## src/verilog/cpuPkg.sv

```systemverilog
package cpuPkg;

    // Datapath word size. The packed types below are built on it.
    localparam int wordWidth = 32;

    // Strobe vectors in the control word are sized for the largest register file.
    localparam int maxRegs = 16;

    typedef logic [wordWidth-1:0] wordT;      // Bus and register word.
    typedef logic [2*wordWidth-1:0] dwordT;   // Full product held in Z.

    // ALU operation, taken from IR bits 31 to 27.
    typedef enum logic [4:0] {
        opInc  = 5'd0,   // Bus operand plus one, used for PC increment.
        opAdd  = 5'd3,
        opSub  = 5'd4,
        opAnd  = 5'd5,
        opOr   = 5'd6,
        opShr  = 5'd7,
        opShra = 5'd8,
        opShl  = 5'd9,
        opRor  = 5'd10,
        opRol  = 5'd11,
        opMul  = 5'd15,  // Signed, result in Z high and Z low.
        opNeg  = 5'd17,
        opNot  = 5'd18
    } aluOpT;

    // All strobes for one microstep.
    typedef struct packed {
        logic [maxRegs-1:0] regIn;   // One load strobe per general register.
        logic [maxRegs-1:0] regOut;  // One bus drive strobe per general register.
        logic pcIn;
        logic pcOut;
        logic irIn;
        logic marIn;
        logic mdrIn;
        logic mdrOut;
        logic read;                  // MDR takes memory data instead of the bus.
        logic yIn;
        logic zIn;
        logic zLowOut;
        logic zHighOut;
        aluOpT aluOp;
    } ctrlT;

endpackage

```

## src/verilog/memInterface.sv

```systemverilog
`timescale 1ns/10ps
module memInterface (
    input  logic clk,
    input  logic rstN,
    input  logic marIn,
    input  logic mdrIn,
    input  logic read,
    input  cpuPkg::wordT busData,
    input  cpuPkg::wordT mDataIn,
    output cpuPkg::wordT marData,
    output cpuPkg::wordT mdrData
);
    import cpuPkg::*;

    wordT mdrNext;

    // Memory read data has the MDR input while read is high.
    assign mdrNext = read ? mDataIn : busData;

    // Address register, loaded only from the bus.
    always_ff @(posedge clk) begin
        if (!rstN) begin
            marData <= '0;
        end else if (marIn) begin
            marData <= busData;
        end
    end

    always_ff @(posedge clk) begin
        if (!rstN) begin
            mdrData <= '0;
        end else if (mdrIn) begin
            mdrData <= mdrNext;  // Memory or bus word.
        end
    end

endmodule

```

## config.mk

```make
export PLATFORM = sky130hd
export DESIGN_NAME = memInterface
export DESIGN_NICKNAME = d
export VERILOG_FILES = /design/src/verilog/cpuPkg.sv /design/src/verilog/memInterface.sv
export SDC_FILE = /design/constraint.sdc
export NUM_CORES = 1
export LEC_CHECK = 0
export ABC_AREA = 1
export CAP_MARGIN = 15
export CORE_UTILIZATION = 60
export CTS_BUF_LIST = sky130_fd_sc_hd__clkbuf_8
export DETAILED_ROUTE_END_ITERATION = 8
export DONT_BUFFER_PORTS = 1
export PLACE_DENSITY_LB_ADDON = 0.25
export SYNTH_ARGS = -nofsm -noshare
export SYNTH_HDL_FRONTEND = slang
export SYNTH_SLANG_ARGS = --single-unit
```

## constraint.sdc

```tcl
create_clock -name clk -period 1.06 [get_ports clk]
set_clock_uncertainty 0.15 [all_clocks]
set_input_delay 0.053 -clock clk [delete_from_list [all_inputs] [get_ports clk]]
set_output_delay 0.053 -clock clk [all_outputs]
set_load 0.01 [all_outputs]
```

==> impl_metrics.json <==
{
  "io_buffers": 0,
  "crit_type": "in2reg",
  "core_area_um2": 4440,
  "grtUsageTotal_pct": 29.5,
  "gp_congestion": 0.808,
  "grt_max_degree": 65,
  "period_needed_ns": 0.965,
  "yosys_warnings": 0,
  "ctsRootBufferMaster": "clkbuf_8",
  "cts_tree": "done",
  "synth_top_area_share_pct": 45.3,
  "via_per_inst": 5.17,
  "p_int_uw": 4000,
  "drv_slew": 0,
  "crit_path_end_kind": "register",
  "synth_top_area_cell": "dfxtp_1",
  "drtIter0Drc": 162,
  "area_growth_pct": 15.8,
  "max_clock_freq_ghz": 1.04,
  "violations": "design-rule violations, negative hold slack",
  "cts_setup_buffers": 0,
  "dp_cells": 444,
  "final_nets": 510,
  "final_common_cell": "nor2_1",
  "io_pins": 133,
  "p_seq_share_pct": 51.9,
  "synthesis.nets": 482,
  "p_comb_share_pct": 10.9,
  "netlist_top_cells_area": "dfxtp_1 45%, nor2_1 17%, nand2_1 11%, nand3_1 5.7%, o21ai_0 5.7%",
  "peakVddDrop_v": 0.00115,
  "synth-seq-cells": 64,
  "cts_buffer_depth": 2,
  "slew_headroom_pct": 85.7,
  "cts_sinks": 64,
  "switching_share_pct": 25.3,
  "final_cell_mix": "128 x nor2_1, 86 x nand2_1, 64 x dfxtp_1",
  "clk_latency_ns": 0.33,
  "min_from": "rstN",
  "via_count": 2568,
  "die_area_um2": 4990,
  "cts.htree.levels": 3,
  "powerDensity_nw_per_um2": 1630,
  "antennaDiodeCount": 0,
  "grt_pass1_vias": 2531,
  "fp.dieW_um": 70.7,
  "finalHoldViolations": 64,
  "drc": 18,
  "nFillCells": 369,
  "setup_viol": 0,
  "grt_pass1_wl_um": 11500,
  "p_sw_uw": 1350,
  "reg2reg_from": "marData[27]",
  "cpPeakStageDelay_ns": 0.57,
  "antenna_found_initial": 0,
  "numCtsBuffers": 9,
  "instances_no_fill": 497,
  "max_cap_viol_count": 0,
  "grt.overflow.total": 0,
  "ys_types": 14,
  "post_drt_wl_per_cell_um": 14.3,
  "yosysSeqAreaShare_pct": 45.3,
  "finalCritPeriodShare_pct": 91.1,
  "hold_ws_ns": -0.299,
  "worst_slew_pin_slew_ns": 0.213,
  "drive_above_1_share_pct": 6.97,
  "status": "finished with violations",
  "startpoint": "read",
  "synth_cells": 413,
  "p_leak_uw": 0.00163,
  "wl_um": 7090,
  "dp.final_hpwl_um": 4360,
  "drtAntennaViolNets": 0,
  "path_cells": "inv_8 > nand2_2 > nand3_1 > dlygate4sd3_1 > nand2_1 > inv_1",
  "crit_path_top_delay_cell": "dlygate4sd3_1",
  "die_y_um": 70.7,
  "rsz0062_at_grt": "no",
  "setup_tns_ns": 0,
  "clockPowerShare_pct": 37.1,
  "synth.avg_cell_area_um2": 6.85,
  "synth_area_um2": 2830,
  "total_power_uw": 5350,
  "worst_ep_required_time_ns": 1.18,
  "cp.arrival_ns": 1.08,
  "min-delay-path-class": "in2reg",
  "start_util_pct": 63.7,
  "critPathMaxFanout": 33,
  "start_kind": "input port",
  "rows": 24,
  "clk_pin_slew_worst_paths_ns": 0.07,
  "firstDrtPassIters": 7
}
## kinds of logic after synthesis
kind of cell / Yosys count / synth area share (%)
flops: 64 / 45.3
buf+inv: 61 / 12.8
simple gates: 256 / 36.3
compound gates: 32 / 5.66
## sequential cells by signal, indices dropped and copies added, names as in the netlist
register / flops
marData: 32
mdrData: 32
## power by group through the flow
stage	Clock (µW)	Combinational, µW	Sequential [µW]
final	1990	584	2780
after global routing	2110	673	2790
after CTS	2010	548	2780
after detailed placement	0	435	2830
after global placement	0	416	2830
after floorplan	0	484	2790
## Yosys cell counts
library cell and n:
dfxtp_1 64, buf_8 1, inv_6 1, buf_2 6
buf_6 12, clkbuf_2 3, o21ai_0 32, nand2_2 10
buf_4 4, inv_1 33, nand2_1 86, nor2_1 128
nand3_1 32, inv_2 1
## routing by layer
layer | track usage [%] | vias up | part of all wire [%]
met2 | 52.0 | 117 | 48
met4 | 10.9 | 0 | 1.8
met3 | 10.7 | 12 | 9.8
met5 | 0 | - | 0
met1 | 32.9 | 1130 | 41
li1 | - | 1309 | -
## timing repair
action / CTS / global route
hold buffers: 31 / 7
setup endpoints to repair: 0 / 1
endpoints found under the hold margin: 64 / 64
gates resized for setup: 0 / 1
## path summary, 6_finish.rpt
kind / end / cells past startpoint / slack [ns]
setup reg to reg: marData[27] / 2 / 0.17
hold reg to reg: marData[1] / 2 / 0.42
hold / removal: marData[30] / 2 / -0.30
setup / recovery: mdrData[1] / 6 / 0.09
## area by class of cell
type,count,area (µm²),share of cell area [%]
well taps,52,65.1,1.99
inverters,35,139,4.24
clock buffers,10,138,4.20
multi-input cells,288,1190,36.2
repair buffers,43,418,12.8
clock inverters,5,48.8,1.49
flip-flops and latches,64,1280,39.1
## through the flow
| step | setup slack, ns | cell area (µm²) | util, % |
|---|---|---|---|
| finish | 0.0948 | 3280 | 73.7 |
| global route | 0.0307 | 3280 | 73.7 |
| CTS | 0.0911 | 3200 | 72.1 |
| detailed placement | 0.219 | 2710 | 60.9 |
| global placement | 0.233 | 2710 | 60.9 |
| floorplan | 0.264 | 2830 | - |
## worst max-delay path: cells and delay by family
family / cells / cell delay (ns)
simple gates: 3 / 0.23
buf+inv: 3 / 0.79
(Power assumes the default switching activity.)
