==> src/verilog/cpuPkg.sv <==
package cpuPkg;

    // Datapath word size. The packed types below are built on it.
    localparam int wordWidth = 32;

    // Strobe vectors in the control word are sized for the largest register file.
    localparam int maxRegs = 16;

    typedef logic [wordWidth-1:0] wordT;      // Bus and register word.
    typedef logic [2*wordWidth-1:0] dwordT;   // Full product held in Z.

    // ALU operation, taken from IR bits 31 to 27.
    typedef enum logic [4:0] {
        opInc  = 5'd0,   // Bus operand plus one, used for PC increment.
        opAdd  = 5'd3,
        opSub  = 5'd4,
        opAnd  = 5'd5,
        opOr   = 5'd6,
        opShr  = 5'd7,
        opShra = 5'd8,
        opShl  = 5'd9,
        opRor  = 5'd10,
        opRol  = 5'd11,
        opMul  = 5'd15,  // Signed, result in Z high and Z low.
        opNeg  = 5'd17,
        opNot  = 5'd18
    } aluOpT;

    // All strobes for one microstep.
    typedef struct packed {
        logic [maxRegs-1:0] regIn;   // One load strobe per general register.
        logic [maxRegs-1:0] regOut;  // One bus drive strobe per general register.
        logic pcIn;
        logic pcOut;
        logic irIn;
        logic marIn;
        logic mdrIn;
        logic mdrOut;
        logic read;                  // MDR takes memory data instead of the bus.
        logic yIn;
        logic zIn;
        logic zLowOut;
        logic zHighOut;
        aluOpT aluOp;
    } ctrlT;

endpackage

==> src/verilog/busMux.sv <==
`timescale 1ns/10ps
module busMux #(
    parameter int numRegs = 16
) (
    input  logic clk,
    input  logic rstN,
    input  logic [cpuPkg::maxRegs-1:0] regOut,
    input  cpuPkg::wordT regWords [numRegs],
    input  logic pcOut,
    input  cpuPkg::wordT pcData,
    input  logic mdrOut,
    input  cpuPkg::wordT mdrData,
    input  logic zLowOut,
    input  cpuPkg::wordT zLowData,
    input  logic zHighOut,
    input  cpuPkg::wordT zHighData,
    output cpuPkg::wordT busData
);
    import cpuPkg::*;

    localparam int idxW = (numRegs > 1) ? $clog2(numRegs) : 1;

    typedef enum logic [2:0] {srcNone, srcReg, srcPc, srcMdr, srcZLow, srcZHigh} srcT;

    srcT srcSel;
    logic [idxW-1:0] regIdx;
    logic [maxRegs+3:0] outStrobes;

    // Encode the one-hot strobes into a source select and register index.
    always_comb begin
        srcSel = srcNone;
        regIdx = '0;
        for (int i = 0; i < numRegs; i++) begin
            if (regOut[i]) begin
                srcSel = srcReg;
                regIdx = idxW'(i);
            end
        end
        if (pcOut) srcSel = srcPc;
        if (mdrOut) srcSel = srcMdr;
        if (zLowOut) srcSel = srcZLow;
        if (zHighOut) srcSel = srcZHigh;
    end

    always_comb begin
        case (srcSel)
            srcReg:   busData = regWords[regIdx];
            srcPc:    busData = pcData;
            srcMdr:   busData = mdrData;
            srcZLow:  busData = zLowData;
            srcZHigh: busData = zHighData;
            default:  busData = '0;  // Idle bus reads zero.
        endcase
    end

    assign outStrobes = {regOut, pcOut, mdrOut, zLowOut, zHighOut};

    // The sequencer must never enable two drivers in the same microstep.
    oneDriver: assert property (@(posedge clk) disable iff (!rstN) $onehot0(outStrobes))
        else $error("busMux: more than one source drives the bus (%b)", outStrobes);

endmodule

==> config.mk <==
export PLATFORM = sky130hd
export DESIGN_NAME = busMux
export DESIGN_NICKNAME = d
export VERILOG_FILES = /design/src/verilog/cpuPkg.sv /design/src/verilog/busMux.sv
export SDC_FILE = /design/constraint.sdc
export NUM_CORES = 1
export LEC_CHECK = 0
export ABC_AREA = 0
export BUFFER_PORTS_ARGS = -buffer_cell sky130_fd_sc_hd__buf_2
export CAP_MARGIN = 20
export CORE_AREA = 2 2 269 271
export DETAILED_ROUTE_END_ITERATION = 10
export DIE_AREA = 0 0 271 273
export SYNTH_ARGS = -nofsm -noshare
export SYNTH_HDL_FRONTEND = slang
export SYNTH_SLANG_ARGS = --single-unit
==> constraint.sdc <==
create_clock -name vclk -period 10.3
set_input_delay 3.09 -clock vclk [all_inputs]
set_output_delay 3.09 -clock vclk [all_outputs]
set_load 0.01 [all_outputs]
==> results.toml <==
[cells_and_area]
nets = 2141
regArea_um2 = 0
syn2layout_area_growth_pct = 79.75
layout.cells.non_filler = 2446
n_sequential_cell = 0
n_clock_buffer = 0
design_area_mm2 = 0.01033
layout-drive-gt1-share_pct = 56.74

[worst_setup_path]
end_kind = "output pin"
worstPathArrival_ns = 6.02
required_ns = 7.21
worstPathMaxFanout = 31
crit_type = "primary input to output pin"
cp-start-kind = "primary input"

[floorplanning]
row_count = 98
fp.dieW_um = 271
fp.dieH_um = 273
start_util_pct = 8.093
design.core.area_mm2 = 0.07100
io_pins = 694
die_area_mm2 = 0.07398

[drt]
drc_errors = 0
drt_iter0_drc = 510
wl_per_cell_um = 23.19
num_vias = 9641
routed_wl_mm = 56.72
avgViaCountPerCell = 3.942
dr.pass1.iters = 5
drtAntennaViolNets = 0

[power]
power_density_mw_per_mm2 = 40.61
swShare_pct = 50.12
p_comb_share_pct = 100.0
p_sw_mw = 0.2102
peakVddDrop_mv = 0.02725
p_int_mw = 0.2092
p_seq_share_pct = 0
leakage_nw = 4.954
pwr-share-clk_pct = 0
power_mw = 0.4194

[global_route]
grt_pass1_wl_mm = 72.61
use_met2_pct = 25.49
grt_max_degree = 97
grt_pass1_vias = 9408
grt_overflow_total = 0
top_usage_layer = "met2"
globalRouteMet1Util_pct = 15.91
track_usage_pct = 14.19
antenna_found_initial = 54
grt_util_met3_pct = 3.840

[placed_design]
place_area_mm2 = 0.01028
dpl.hpwl_mm = 49.47
io_buffers = 692
gp_congestion = 0.9200
post-place-cells = 2427

[clock_tree]
holdBufCountCts = 0
cts_resized = 0
cts_setup_buffers = 0

[synthesis]
ys_seq_area_share_pct = 0
netlist_instances = 842
synth_nets = 1504
ys_top_cells_by_area = "mux2i_1 (22%), mux2_2 (18%), nand2_1 (11%)"
avgSynthCellArea_um2 = 6.824
yosysWarnings = 0
yosysTopAreaCell = "mux2i_1"
yosysUniqueCellTypes = 43
synth_top_area_share_pct = 21.78
synth_area_mm2 = 0.005746

[timing]
setup_tns_ns = 0
tightest_slew_ns = 1.223
finalSetupViolCount = 0
fin_crit_ns = 9.113
finalHoldWorstSlack_ns = 6.530
max_freq_ghz = 0.1097
rsz0062_at_grt = "no"
relSlewSlack_pct = 18.45
fin_crit_sh_pct = 88.47
hold_viol = 0
drv_slew = 0

[run]
maxCapViolations = 0

[run_status]
outcome = "completed"

[min_path]
min_path_type = "primary input to output pin"
==> cell families after synthesis <==
logic type	Yosys count	synth area share, %
buffers and inverters	92	8.667
AO/OA/AOI/OAI	209	25.91
multiplexers	219	40.59
AND/OR/NAND/NOR	322	24.83
==> area by class of cell <==
cell class,instances,area (um2)
multi-input combinational,750,5336
timing repair buffer,724,3744
fill,8247,60670
inverter,3,11.26
tap,950,1189
antenna,19,47.55
==> cells in the mapped netlist, types with 2 or more instances <==
cell type and n:
a21oi_1 4, a221o_1 32, a221oi_1 30, a22oi_1 33, a31oi_1 33, and2_1 2
buf_1 2, buf_12 3, buf_2 14, buf_4 11, buf_6 6, clkbuf_1 53
inv_1 2, mux2_2 92, mux2i_1 125, mux4_2 2, nand2_1 171, nand2b_1 2
nand3_1 63, nand4_1 30, nor2_1 39, nor2b_1 2, nor3_1 2, nor4_1 5
o21a_1 2, o21ai_0 63, o21ai_1 2, o31ai_1 2
==> layout by cell type (no fill, tap or decap), types with 2 or more instances in the layout <==
cell type and count:
mux4_2 2, diode_2 19, a22oi_1 33, nor3_1 2
nor3b_2 2, a221o_1 32, o21ai_0 61, o31ai_1 2
a21oi_1 4, mux2i_1 125, buf_12 3, mux2_2 92
nand2_1 169, o21ai_1 3, nor2_1 38, buf_4 30
buf_2 691, a31oi_1 33, nor4_1 5, nand3_1 62
nand2_2 2, a221oi_1 30, nand4_1 30, inv_1 2
==> through the flow <==
| stage | setup WS (ns) | util (%) |
|---|---|---|
| 4_1_cts | 1.190 | 14.48 |
| 2_1_floorplan | 2.397 | - |
| 5_1_grt | 1.035 | 14.51 |
| 3_3_place_gp | 1.172 | 14.48 |
| 6_report | 1.187 | 14.55 |
| 3_5_place_dp | 1.191 | 14.48 |
==> power groups by stage <==
stage | Combinational (mW) | Clock (mW) | Sequential, mW
3_3_place_gp | 0.416 | 0 | 0
3_5_place_dp | 0.421 | 0 | 0
5_1_grt | 0.454 | 0.000000131 | 0
6_report | 0.419 | 0.000000162 | 0
4_1_cts | 0.422 | 0 | 0
2_1_floorplan | 0.211 | 0 | 0
==> per-layer routing <==
layer,part of all wire [%],vias up
met5,0.44,-
met4,4.5,40
met3,7.9,138
met2,48,617
met1,39,4327
li1,-,4519
==> worst max-delay path: stages <==
cell and delay, ns:
buf_2 0.13, nand2b_1 0.15, a221oi_2 0.54, o21a_4 0.57
buf_4 0.43, mux2_2 0.38, o21ai_0 0.17, a221o_1 0.14
nand4_1 0.15, buf_2 0.21
==> final timing paths <==
check	from	to	cells past startpoint
setup / recovery	regOut[2]	busData[25]	10
hold / removal	pcData[23]	busData[23]	4
Note: power is estimated with default switching activity, not from simulation.
