<file path="config.mk">
export PLATFORM = sky130hd
export DESIGN_NAME = registerFile
export DESIGN_NICKNAME = d
export VERILOG_FILES = /design/src/verilog/cpuPkg.sv /design/src/verilog/registerFile.sv
export SDC_FILE = /design/constraint.sdc
export NUM_CORES = 1
export LEC_CHECK = 0
export BUFFER_PORTS_ARGS = -buffer_cell sky130_fd_sc_hd__buf_2
export CAP_MARGIN = 20
export CORE_AREA = 2 2 218 220
export DETAILED_ROUTE_END_ITERATION = 8
export DIE_AREA = 0 0 220 222
export HOLD_SLACK_MARGIN = 0.02
export PLACE_DENSITY = 0.68
export SKIP_CTS_REPAIR_TIMING = 1
export SLEW_MARGIN = 25
export SYNTH_ARGS = -nofsm -noshare
export SYNTH_HDL_FRONTEND = slang
export SYNTH_SLANG_ARGS = --single-unit
</file>
<file path="constraint.sdc">
create_clock -name clk -period 0.95 [get_ports clk]
set_input_delay 0.095 -clock clk [delete_from_list [all_inputs] [get_ports clk]]
set_output_delay 0.095 -clock clk [all_outputs]
set_load 0.02 [all_outputs]
</file>
<file path="src/verilog/cpuPkg.sv">
package cpuPkg;

    // Datapath word size. The packed types below are built on it.
    localparam int wordWidth = 32;

    // Strobe vectors in the control word are sized for the largest register file.
    localparam int maxRegs = 16;

    typedef logic [wordWidth-1:0] wordT;      // Bus and register word.
    typedef logic [2*wordWidth-1:0] dwordT;   // Full product held in Z.

    // ALU operation, taken from IR bits 31 to 27.
    typedef enum logic [4:0] {
        opInc  = 5'd0,   // Bus operand plus one, used for PC increment.
        opAdd  = 5'd3,
        opSub  = 5'd4,
        opAnd  = 5'd5,
        opOr   = 5'd6,
        opShr  = 5'd7,
        opShra = 5'd8,
        opShl  = 5'd9,
        opRor  = 5'd10,
        opRol  = 5'd11,
        opMul  = 5'd15,  // Signed, result in Z high and Z low.
        opNeg  = 5'd17,
        opNot  = 5'd18
    } aluOpT;

    // All strobes for one microstep.
    typedef struct packed {
        logic [maxRegs-1:0] regIn;   // One load strobe per general register.
        logic [maxRegs-1:0] regOut;  // One bus drive strobe per general register.
        logic pcIn;
        logic pcOut;
        logic irIn;
        logic marIn;
        logic mdrIn;
        logic mdrOut;
        logic read;                  // MDR takes memory data instead of the bus.
        logic yIn;
        logic zIn;
        logic zLowOut;
        logic zHighOut;
        aluOpT aluOp;
    } ctrlT;

endpackage

</file>
<file path="src/verilog/registerFile.sv">
`timescale 1ns/10ps
module registerFile #(
    parameter int numRegs = 16
) (
    input  logic clk,
    input  logic rstN,
    input  logic [cpuPkg::maxRegs-1:0] regIn,
    input  cpuPkg::wordT busData,
    output cpuPkg::wordT regWords [numRegs]
);

    // General registers R0 to R(numRegs-1).
    // Strobe bits at or above numRegs have no register behind them.
    for (genvar r = 0; r < numRegs; r++) begin : gReg
        always_ff @(posedge clk) begin
            if (!rstN) begin
                regWords[r] <= '0;
            end else if (regIn[r]) begin
                regWords[r] <= busData;  // Load from the bus.
            end
        end
    end

endmodule

</file>
==> results.rst <==
.. list-table::
   :header-rows: 1

   * - Metric
     - Value
   * - Outcome
     - finished, violations left
   * - Violated checks
     - setup timing
   * - CTS sink count
     - 512
   * - Wirelength, routed
     - 63460 µm
   * - Slowest CP cell
     - sky130_fd_sc_hd__dfxtp_4
   * - Layout overhead on the synthesized area
     - 46.24%
   * - Internal power contribution
     - 0.03943 W
   * - Achievable frequency
     - 839.8 MHz
   * - Count of final hold-check violations
     - 0
   * - Worst path setup slack after routing
     - -240.7 ps
   * - Number of cells produced by synthesis
     - 1689
   * - Setup repair after global routing missed its margin
     - true
   * - Horizontal die dimension
     - 220 µm
   * - Relative slew slack
     - 60.55%
   * - Clock tree root buffer cell
     - sky130_fd_sc_hd__clkbuf_16
   * - Total congestion overflow after global routing
     - 0
   * - Sum of negative setup slack
     - -96320 ps
   * - Top-level port count
     - 562
   * - Proportion of power drawn by combinational gates
     - 17.3%
   * - TritonCTS clock tree
     - yes
   * - Critical path class
     - register to primary output
   * - Wirelength per Cell
     - 21.62 µm
   * - Worst IR drop on VDD
     - 0.001483 V
   * - Clock buffer count from CTS
     - 54
   * - Initial core utilization
     - 43.38%
   * - Violation count after the first detailed-route iteration
     - 593
   * - Detailed-route via count
     - 14390
   * - Worst hold path type
     - primary input to register
   * - Pin count of the biggest net entering global routing
     - 57
   * - Clock share of power
     - 37.9%
   * - Dpl ws
     - -12.17 ps
   * - Min Clock Period, post-route
     - 1191 ps
   * - Crit-path leading delay family
     - flip-flops
   * - Worst-margin pin slew
     - 591.8 ps
   * - Warning count from the yosys run
     - 0
   * - Arrival time of data at the critical path endpoint
     - 1100 ps
   * - Standard cell area after detailed placement
     - 0.02326 mm²
   * - Number of distinct library cells after synthesis
     - 11
   * - RD Place Congestion
     - 0.7994
   * - Maximum single-stage delay on the critical path
     - 380 ps
   * - Die outline area
     - 0.04884 mm²
   * - Share of total power in sequential cells
     - 44.7%
   * - TritonRoute pass-1 iters
     - 5
   * - H-tree levels
     - 2
   * - Cell count after placement
     - 2775
   * - Critical path, cell by cell
     - buf_6
   * - Final-report max-slew violation count
     - 0
   * - PD cells
     - 1830 mW/mm²
   * - Leading registers by flop count
     - regWords (512)
   * - Number of flip-flops under the largest register name
     - 512
   * - Final Instance Area
     - 0.02934 mm²
   * - Critical Path End Type
     - primary output
   * - Core Area
     - 0.04626 mm²
   * - # rows
     - 79
   * - Clock network latency to the later pin of the worst-skew pair
     - 590 ps
   * - First-pass GRT wire length
     - 86500 µm
   * - Proportion of layout cells with a drive suffix above 1
     - 54.51%
   * - HPWL reported at the end of detailed placement
     - 41580 µm
   * - Die Height
     - 222 µm
   * - Switching power total
     - 0.01428 W
   * - Count of port buffers added during placement
     - 561
   * - Number of buffers and inverters on the critical path
     - 1
   * - Number of antenna violations at the first check in global routing
     - 3
   * - Buffer levels on the longest clock path
     - 3
   * - Period utilization
     - 125.3%
   * - Net Sw Frac
     - 26.58%
   * - Tot GR Track Use
     - 23.32%
   * - Peak fanout along the critical path
     - 2
   * - Mapped Area
     - 0.02007 mm²
   * - Clock input transition at the sequential cells of the worst setup and hold paths
     - 60 ps
   * - Share of the yosys chip area belonging to registers
     - 51.08%
   * - Critical Path Source Type
     - register
   * - DRT antenna net count
     - 0
   * - Avg Cell Area, Syn
     - 11.88 µm²
   * - Final setup violation count
     - 512
   * - Final instance count without filler cells
     - 2935
   * - MaxCap Viol Count
     - 0
   * - Register with the highest flop count
     - regWords
   * - Count of antenna diodes in the layout
     - 0
   * - Number of nets in the finished design
     - 2341
   * - Leakage power of the design
     - 13.37 nW
   * - DRC Markers
     - 0
   * - Endpoint required time on the critical path
     - 850 ps
   * - Vias per Instance
     - 4.902
   * - Worst clock skew
     - 0 ps
   * - Register bit total from synthesis
     - 512
   * - Post-synth net total
     - 1739
   * - Via count of the first global-routing pass
     - 13620
==> cell usage after synthesis <==
master / n / area share [%]
sky130_fd_sc_hd__dfxtp_1: 512 / 51
sky130_fd_sc_hd__mux2i_1: 512 / 26
sky130_fd_sc_hd__nor2b_1: 507 / 16
sky130_fd_sc_hd__buf_6: 97 / 5.4
sky130_fd_sc_hd__buf_2: 33 / 0.82
sky130_fd_sc_hd__buf_4: 16 / 0.60
sky130_fd_sc_hd__and2b_1: 5 / 0.19
sky130_fd_sc_hd__buf_12: 4 / 0.40
sky130_fd_sc_hd__buf_8: 1 / 0.075
sky130_fd_sc_hd__clkbuf_1: 1 / 0.019
sky130_fd_sc_hd__clkbuf_2: 1 / 0.025
==> power by group through the flow <==
stage,clock [W],sequential (W),combinational [W]
global route,0.0216,0.0241,0.00978
CTS,0.0207,0.0234,0.00755
detailed placement,0,0.0239,0.00755
floorplan,0,0.0254,0.00338
finish,0.0204,0.0240,0.00932
global placement,0,0.0238,0.00745
==> metal layers <==
metal,wire length [µm],vias up,GRT usage (%),part of all wire [%]
li1,-,6731,-,-
met1,26970,7032,29.82,42
met2,29360,502,36.53,46
met3,4968,120,7.778,7.8
met4,2154,2,8.357,3.4
met5,13,-,0,0.020
==> final cells by class <==
class / instances / area, µm²
Multi-Input combinational cell: 1024 / 8334
Clock inverter: 9 / 85.08
Sequential cell: 512 / 10900
Tap cell: 607 / 759.5
Clock buffer: 84 / 1605
Timing Repair Buffer: 699 / 7665
Fill cell: 3424 / 16920
==> worst paths after layout <==
path	cells after the start	slack, ps	to	start
setup reg to reg	3	160	regWords[215]	regWords[215]
hold / removal	3	20	regWords[75]	busData[11]
hold reg to reg	2	520	regWords[208]	regWords[208]
setup / recovery	1	-240	regWords[497]	regWords[497]
==> per-stage QoR <==
stage	util, %	total power (W)	hold slack [ps]
2_1_floorplan	-	0.02879	264.5
3_3_place_gp	50.28	0.03126	489.6
3_5_place_dp	50.28	0.03141	494.8
4_1_cts	53.93	0.05168	-129.7
5_1_grt	63.43	0.05551	10.22
6_report	63.43	0.05370	23.65
==> cells in the final DEF (no fill, tap or decap), drive strengths merged, types with 2 or more instances in the layout <==
master / count
and2b: 5
buf: 681
clkbuf: 84
clkinv: 4
clkinvlp: 2
dfxtp: 512
dlygate4sd3: 18
inv: 2
mux2i: 512
nor2b: 507
==> cell families after synthesis <==
kind of cell	synth area share [%]
muxes	25.54
buffers and inverters	7.383
DFF	51.08
and+or+nand+nor	15.99
No activity file was read; power rests on OpenSTA's default activity.
